$ cat src/logic/board_pkg.sv
package board_pkg;

    localparam int game_w = 5; // game select width, 32 codes

    // supported titles, codes 8..31 fall to the default board
    typedef enum logic [game_w-1:0] {
        game_finalb   = 5'd0, // pcr palette board
        game_dondokod = 5'd1, // roz layer title
        game_megab    = 5'd2,
        game_cameltry = 5'd3, // roz plus paddle
        game_growl    = 5'd4, // extra io chip and mcu
        game_dinorex  = 5'd5, // object extender, second rom
        game_gunfront = 5'd6, // swapped inputs
        game_qjinsei  = 5'd7  // object extender
    } game_t;

    // chip population flags for the selected board
    typedef struct packed {
        logic       pri360;       // priority mixer present
        logic       pcr110;       // palette chip instead of palette ram
        logic       dar260;       // dual-roz capable tile chip
        logic       fmc190;       // sound/mcu chip
        logic [1:0] obj_extender; // object code extension mode
        logic       io_swap;      // player input swap
        logic       tmp82c265;    // alternate io controller
    } features_t;

    // most boards carry priority and roz support
    localparam features_t features_default = '{
        pri360:       1'b1,
        pcr110:       1'b0,
        dar260:       1'b1,
        fmc190:       1'b0,
        obj_extender: 2'b00,
        io_swap:      1'b0,
        tmp82c265:    1'b0
    };

    localparam features_t features_reset = '{
        pri360:       1'b0,
        pcr110:       1'b0,
        dar260:       1'b0,
        fmc190:       1'b0,
        obj_extender: 2'b00,
        io_swap:      1'b0,
        tmp82c265:    1'b0
    };

endpackage

$ cat src/logic/memmap_pkg.sv
package memmap_pkg;

    // one decode window, compared against cpu addr[23:16]
    typedef struct packed {
        logic [7:0] base; // window start, addr[23:16]
        logic [7:0] mask; // 1 bits take part in the compare
    } region_t;

    // base ff with a zero mask never gets selected by the decoder
    localparam region_t region_unmapped = '{
        base: 8'hff,
        mask: 8'h00
    };

    // slot of each window in the region table
    typedef enum logic [3:0] {
        region_rom       = 4'd0,  // main program rom
        region_rom1      = 4'd1,  // second program rom bank
        region_work_ram  = 4'd2,  // cpu work ram
        region_screen    = 4'd3,  // tilemap chip ram
        region_obj       = 4'd4,  // sprite ram
        region_color     = 4'd5,  // palette ram or pcr chip
        region_io0       = 4'd6,  // primary io chip
        region_io1       = 4'd7,  // secondary io window
        region_sound     = 4'd8,  // sound comm port
        region_extension = 4'd9,  // object extender / spritebank
        region_priority  = 4'd10, // priority mixer regs
        region_roz       = 4'd11  // rotate/zoom layer ram
    } region_e;

    localparam int num_regions = 12;

    // full table, indexed by region_e
    typedef region_t [num_regions-1:0] region_map_t;

endpackage

$ cat src/logic/board_features.sv
`timescale 1ns/1ps

module board_features (
    input  logic                 clk,
    input  logic                 arst_n,
    input  board_pkg::game_t     game,
    output board_pkg::features_t features
);

    import board_pkg::*;

    features_t features_next; // decoded flags ahead of the register

    // start from the common board, patch per title
    always_comb begin
        features_next = features_default;
        case (game)
            game_finalb: begin
                features_next.pri360 = 1'b0; // no priority mixer
                features_next.dar260 = 1'b0;
                features_next.pcr110 = 1'b1; // palette via pcr chip
            end
            game_dinorex: begin
                features_next.obj_extender = 2'b01; // extended sprite codes
            end
            game_qjinsei: begin
                features_next.obj_extender = 2'b01; // same extender as dinorex
            end
            game_gunfront: begin
                features_next.io_swap = 1'b1; // inputs wired swapped
            end
            game_growl: begin
                features_next.tmp82c265 = 1'b1; // alt io controller
                features_next.fmc190    = 1'b1; // mcu on board
            end
            default: ; // other titles and unknown codes keep the default set
        endcase
    end

    // one cycle from game to flags
    always_ff @(posedge clk or negedge arst_n) begin
        if (!arst_n) begin
            features <= features_reset; // all flags clear
        end else begin
            features <= features_next;
        end
    end

endmodule

$ cat src/logic/board_memmap.sv
`timescale 1ns/1ps

module board_memmap (
    input  logic                    clk,
    input  logic                    arst_n,
    input  board_pkg::game_t        game,
    output memmap_pkg::region_map_t regions
);

    import board_pkg::*;
    import memmap_pkg::*;

    region_map_t regions_next; // decoded table ahead of the register

    always_comb begin
        // anything a title does not list stays unmapped
        for (int i = 0; i < num_regions; i++) begin
            regions_next[i] = region_unmapped;
        end

        case (game)
            game_finalb: begin
                regions_next[region_rom]      = '{8'h00, 8'hfc}; // 256k program
                regions_next[region_work_ram] = '{8'h10, 8'hff};
                regions_next[region_color]    = '{8'h20, 8'hff}; // pcr regs
                regions_next[region_io0]      = '{8'h30, 8'hff};
                regions_next[region_sound]    = '{8'h32, 8'hff};
                regions_next[region_screen]   = '{8'h80, 8'hf0};
                regions_next[region_obj]      = '{8'h90, 8'hff};
            end

            game_dondokod: begin
                regions_next[region_rom]      = '{8'h00, 8'hf8}; // 512k program
                regions_next[region_work_ram] = '{8'h10, 8'hff};
                regions_next[region_color]    = '{8'h20, 8'hff}; // palette ram
                regions_next[region_io0]      = '{8'h30, 8'hff};
                regions_next[region_sound]    = '{8'h32, 8'hff};
                regions_next[region_screen]   = '{8'h80, 8'hf0};
                regions_next[region_obj]      = '{8'h90, 8'hff};
                regions_next[region_roz]      = '{8'ha0, 8'hfe}; // a0..a1
                regions_next[region_priority] = '{8'hb0, 8'hff};
            end

            game_megab: begin
                regions_next[region_rom]      = '{8'h00, 8'hf8};
                regions_next[region_sound]    = '{8'h10, 8'hff}; // sound sits low here
                regions_next[region_io0]      = '{8'h12, 8'hff};
                regions_next[region_work_ram] = '{8'h20, 8'hff};
                regions_next[region_color]    = '{8'h30, 8'hff};
                regions_next[region_priority] = '{8'h40, 8'hff};
                regions_next[region_screen]   = '{8'h60, 8'hf0};
                regions_next[region_obj]      = '{8'h80, 8'hff};
            end

            game_cameltry: begin
                regions_next[region_rom]      = '{8'h00, 8'hfc};
                regions_next[region_work_ram] = '{8'h10, 8'hff};
                regions_next[region_color]    = '{8'h20, 8'hff};
                regions_next[region_io0]      = '{8'h30, 8'hff}; // paddle shares this
                regions_next[region_sound]    = '{8'h32, 8'hff};
                regions_next[region_screen]   = '{8'h80, 8'hf0};
                regions_next[region_obj]      = '{8'h90, 8'hff};
                regions_next[region_roz]      = '{8'ha0, 8'hff}; // single page
                regions_next[region_priority] = '{8'hd0, 8'hff};
            end

            game_growl: begin
                regions_next[region_rom]       = '{8'h00, 8'hf0}; // 1M program
                regions_next[region_work_ram]  = '{8'h10, 8'hff};
                regions_next[region_color]     = '{8'h20, 8'hff};
                regions_next[region_io0]       = '{8'h30, 8'hff}; // dsw and coin
                regions_next[region_io1]       = '{8'h32, 8'hff}; // player inputs
                regions_next[region_sound]     = '{8'h40, 8'hff};
                regions_next[region_extension] = '{8'h50, 8'hff}; // spritebank, inputs 3/4
                regions_next[region_screen]    = '{8'h80, 8'hf0};
                regions_next[region_obj]       = '{8'h90, 8'hff};
                regions_next[region_priority]  = '{8'hb0, 8'hff};
            end

            game_dinorex: begin
                regions_next[region_rom]       = '{8'h00, 8'he0}; // 2M program
                regions_next[region_rom1]      = '{8'h20, 8'hf0}; // extra 1M bank
                regions_next[region_io0]       = '{8'h30, 8'hff};
                regions_next[region_extension] = '{8'h40, 8'hff}; // object extender ram
                regions_next[region_color]     = '{8'h50, 8'hff};
                regions_next[region_work_ram]  = '{8'h60, 8'hf0};
                regions_next[region_priority]  = '{8'h70, 8'hff};
                regions_next[region_obj]       = '{8'h80, 8'hff};
                regions_next[region_screen]    = '{8'h90, 8'hf0};
                regions_next[region_sound]     = '{8'ha0, 8'hff};
            end

            game_gunfront: begin
                regions_next[region_rom]      = '{8'h00, 8'hf0};
                regions_next[region_work_ram] = '{8'h10, 8'hff};
                regions_next[region_color]    = '{8'h20, 8'hff};
                regions_next[region_io0]      = '{8'h30, 8'hff};
                regions_next[region_sound]    = '{8'h32, 8'hff};
                regions_next[region_screen]   = '{8'h80, 8'hf0};
                regions_next[region_obj]      = '{8'h90, 8'hff};
                regions_next[region_priority] = '{8'hb0, 8'hff};
            end

            game_qjinsei: begin
                regions_next[region_rom]       = '{8'h00, 8'he0};
                regions_next[region_sound]     = '{8'h20, 8'hff};
                regions_next[region_work_ram]  = '{8'h30, 8'hff};
                regions_next[region_extension] = '{8'h60, 8'hfc}; // 60..63
                regions_next[region_color]     = '{8'h70, 8'hff};
                regions_next[region_screen]    = '{8'h80, 8'hf0};
                regions_next[region_obj]       = '{8'h90, 8'hff};
                regions_next[region_priority]  = '{8'ha0, 8'hff};
                regions_next[region_io0]       = '{8'hb0, 8'hff}; // io at the top
            end

            default: ; // unknown title, table stays unmapped
        endcase
    end

    // registered table, decoder sees it one cycle after game
    always_ff @(posedge clk or negedge arst_n) begin
        if (!arst_n) begin
            regions <= {num_regions{region_unmapped}}; // nothing decodes in reset
        end else begin
            regions <= regions_next;
        end
    end

endmodule

$ cat src/logic/board_config.sv
`timescale 1ns/1ps

module board_config (
    input  logic             clk,
    input  logic             arst_n,
    input  board_pkg::game_t game,

    output logic             cfg_360pri,
    output logic             cfg_110pcr,
    output logic             cfg_260dar,
    output logic             cfg_190fmc,
    output logic [1:0]       cfg_obj_extender,
    output logic             cfg_io_swap,
    output logic             cfg_tmp82c265,

    output logic [15:0]      cfg_addr_rom,
    output logic [15:0]      cfg_addr_rom1,
    output logic [15:0]      cfg_addr_work_ram,
    output logic [15:0]      cfg_addr_screen,
    output logic [15:0]      cfg_addr_obj,
    output logic [15:0]      cfg_addr_color,
    output logic [15:0]      cfg_addr_io0,
    output logic [15:0]      cfg_addr_io1,
    output logic [15:0]      cfg_addr_sound,
    output logic [15:0]      cfg_addr_extension,
    output logic [15:0]      cfg_addr_priority,
    output logic [15:0]      cfg_addr_roz
);

    import board_pkg::*;
    import memmap_pkg::*;

    features_t   features; // registered chip flags
    region_map_t regions;  // registered decode table

    board_features u_features (
        .clk      (clk),
        .arst_n   (arst_n),
        .game     (game),
        .features (features)
    );

    board_memmap u_memmap (
        .clk     (clk),
        .arst_n  (arst_n),
        .game    (game),
        .regions (regions)
    );

    // flag struct out to single bits
    assign cfg_360pri       = features.pri360;
    assign cfg_110pcr       = features.pcr110;
    assign cfg_260dar       = features.dar260;
    assign cfg_190fmc       = features.fmc190;
    assign cfg_obj_extender = features.obj_extender;
    assign cfg_io_swap      = features.io_swap;
    assign cfg_tmp82c265    = features.tmp82c265;

    // each entry is {base, mask}
    assign cfg_addr_rom       = regions[region_rom];
    assign cfg_addr_rom1      = regions[region_rom1];
    assign cfg_addr_work_ram  = regions[region_work_ram];
    assign cfg_addr_screen    = regions[region_screen];
    assign cfg_addr_obj       = regions[region_obj];
    assign cfg_addr_color     = regions[region_color];
    assign cfg_addr_io0       = regions[region_io0];
    assign cfg_addr_io1       = regions[region_io1];
    assign cfg_addr_sound     = regions[region_sound];
    assign cfg_addr_extension = regions[region_extension];
    assign cfg_addr_priority  = regions[region_priority];
    assign cfg_addr_roz       = regions[region_roz];

endmodule

$ cat config.mk
export PLATFORM = sky130hd
export DESIGN_NAME = board_config
export DESIGN_NICKNAME = d
export VERILOG_FILES = /design/src/logic/board_pkg.sv /design/src/logic/memmap_pkg.sv /design/src/logic/board_features.sv /design/src/logic/board_memmap.sv /design/src/logic/board_config.sv
export SDC_FILE = /design/constraint.sdc
export NUM_CORES = 1
export LEC_CHECK = 0
export BUFFER_PORTS_ARGS = -buffer_cell sky130_fd_sc_hd__buf_4
export CORE_ASPECT_RATIO = 0.6
export CORE_UTILIZATION = 35
export CTS_CLUSTER_DIAMETER = 30
export DETAILED_ROUTE_END_ITERATION = 10
export GPL_TIMING_DRIVEN = 0
export PLACE_DENSITY = 0.72
export RECOVER_POWER = 50
export SYNTH_ARGS = -nofsm -noshare
export SYNTH_HDL_FRONTEND = slang
export SYNTH_HIERARCHICAL = 1
export SYNTH_SLANG_ARGS = --single-unit
$ cat constraint.sdc
create_clock -name clk -period 1.75 [get_ports clk]
set_clock_uncertainty 0.2 [all_clocks]
set_input_delay 0.2625 -clock clk [delete_from_list [all_inputs] [get_ports clk]]
set_output_delay 0.2625 -clock clk [all_outputs]
set_load 0.005 [all_outputs]
==> results.py <==
metrics = {
    "clocking": {
        "clkTransAtPathRegs_ns": 0.06,
        "numCtsBuffers": 5,
        "cts_max_path_buffers": 2,
        "cts_sinks": 46,
        "h-tree-depth": 2,
        "cts_root_buf": "clkbuf_16",
        "cts_tree": "built",
    },
    "worst_setup_path": {
        "start_kind": "register",
        "max_stage_delay_ns": 0.64,
        "critPathMaxFanout": 12,
        "end_kind": "output pin",
        "cp_common_cell": "buf_4",
        "arrival_ns": 1.27,
        "critical_path_class": "reg2out",
        "required_ns": 1.29,
        "crit_slowest_cell": "dfstp_4",
        "cp_cell_sequence": "buf_8 > buf_4 > buf_4",
    },
    "power_and_ir_drop": {
        "power.total_mw": 2.85,
        "leakage_nw": 2.47,
        "vdd_drop_max_mv": 0.344,
        "power.density_nw_per_um2": 628,
    },
    "global_routing": {
        "grt_pass1_vias": 1876,
        "track_usage": 0.154,
        "antenna_found_initial": 0,
        "overflow": 0,
        "grt_max_degree": 47,
        "grt_pass1_wl_mm": 9.74,
    },
    "finish": {
        "antenna_cells": 0,
        "regArea_um2": 1190,
        "drive_above_1_share": 0.747,
        "final_common_cell": "buf_4",
        "fin_util": 0.613,
        "nNetsFinal": 497,
        "layout_common_cells": "buf_4, clkbuf_4, conb_1",
        "multiInputGateArea_um2": 367,
        "n_fill_cell": 647,
        "syn_to_final_growth_pct": 66.9,
    },
    "route": {
        "drc": 0,
        "via_per_inst": 3.66,
        "wl_mm": 6.73,
        "drt-pass1-iter-count": 4,
        "via_count": 2176,
        "post_drt_wl_per_cell_um": 11.3,
        "dr.first_iter.drc_count": 37,
        "detail-route-antenna-nets": 0,
    },
    "yosys": {
        "yosys.area.top_type": "buf_4",
        "synth_area_leaders": "buf_4, dfstp_2, dfrtp_1",
        "syn_inst": 272,
        "synthesis.area_um2": 2720,
        "seq_area_frac_synth": 0.436,
        "yosysWarnings": 6,
        "syn_area_per_cell_um2": 9.98,
        "yosysTopAreaCellShare": 0.431,
        "synth.distinct_cells": 29,
        "ys_ff_latch": 46,
    },
    "floorplan": {
        "start_util": 0.368,
        "die_x_um": 116,
        "ios": 207,
        "rows": 24,
        "core-area_um2": 7390,
        "die_h_um": 70.2,
        "die_area_um2": 8130,
    },
    "placed_design": {
        "hpwlAfterDp_mm": 5.29,
        "gp_congestion": 0.689,
        "io_buffer_count": 186,
    },
    "timing": {
        "slew-limit-headroom": 0.636,
        "finalCritPeriodShare": 0.987,
        "finalSetupViolations": 0,
        "finalHoldViolCount": 0,
        "grt_setup_unrepaired": "true",
        "max_freq_mhz": 579,
        "period_needed_ns": 1.73,
        "hold_slack_ns": 0.0120,
        "tightest_slew_ns": 0.546,
        "slew_violations": 0,
    },
    "hold_path": {
        "min_path_type": "in2reg",
    },
    "flow_run": {
        "cap_viol_max_count": 0,
    },
    "status": {
        "status": "complete, no violations",
    },
}
[cells by family after synthesis]
logic type      synth area share
compound gates           0.00968
buf+inv                    0.451
xor+xnor                 0.00968
simple gates              0.0890
flops                      0.436
other cells              0.00415
[worst max-delay path: cells and delay by family, from the launching register on]
family / cells / cell delay [ns]
flip-flops: 1 / 0.64
buffers and inverters: 3 / 0.34
[cell usage after synthesis]
master,number
dfrtp_1,19
a21o_1,1
inv_2,1
o21ai_0,2
dfstp_2,27
and2_1,1
or3_1,2
inv_1,8
and3_1,1
nor2b_1,2
or2_2,1
conb_1,3
nor2_1,7
or3b_4,1
or3_4,1
xnor2_1,2
o21ai_2,1
nand3_1,8
nor3b_1,1
xor2_1,1
buf_2,4
nor2_2,1
nand2b_1,1
nor3_1,2
nand2_1,15
nor4b_1,1
nor4_1,1
buf_4,156
or2b_1,1
[sequential cells by signal, summed over array words and instances (netlist names)]
signal / count
u_memmap/regions: 41
u_features/features: 5
[final cells by class]
type	count	area share
flip-flops and latches	46	0.263
inverters	9	0.00745
well taps	104	0.0287
clock inverters	2	0.00828
repair buffers	194	0.321
plain buffers	160	0.262
multi-input cells	74	0.0809
clock buffers	6	0.0284
[power by group]
group	total [mW]	switching, mW	internal (mW)
combinational	0.638	0.226	0.412
sequential	1.16	0.0387	1.12
clock	1.05	0.375	0.674
total	2.85	0.640	2.21
[per-layer routing]
| layer | routed length (um) | part of all wire | global-route usage |
|---|---|---|---|
| met1 | 2680 | 0.40 | 0.190 |
| met2 | 3530 | 0.52 | 0.268 |
| met3 | 482 | 0.072 | 0.0425 |
| met4 | 39 | 0.0058 | 0.0342 |
| met5 | 0 | 0 | 0 |
[worst paths after layout]
kind | slack [ns] | cells after the start | to | startpoint
hold / removal | 0.01 | 2 | u_features/features[1]$_DFF_PN0_ | game[0]
min in group asynchronous | 0.33 | 2 | u_memmap/regions[4]$_DFF_PN0_ | arst_n
setup / recovery | 0.02 | 3 | cfg_addr_screen[11] | u_memmap/regions[91]$_DFF_PN1_
max in group asynchronous | 0.61 | 2 | u_memmap/regions[70]$_DFF_PN0_ | arst_n
[repair_timing]
item                       4_1_cts  5_1_grt
setup endpoints to repair       55       55
resized for setup                2        5
hold buffers                     6        0
hold endpoints to repair        24        0
buffers inserted                 0        2
pin swaps                        0        0
[metrics by stage]
| stage | cells | setup slack, ns | setup TNS (ns) | cell area [um2] |
|---|---|---|---|---|
| finish | 595 | 0.0221 | 0 | 4530 |
| global route | 595 | -0.0184 | -0.183 | 4530 |
| CTS | 593 | 0.0110 | 0 | 4540 |
| detailed placement | 579 | 0.0224 | 0 | 4310 |
| global placement | 579 | 0.0887 | 0 | 4310 |
| floorplan | 289 | 0.280 | 0 | 2780 |
Power figures use the tool's default switching activity.
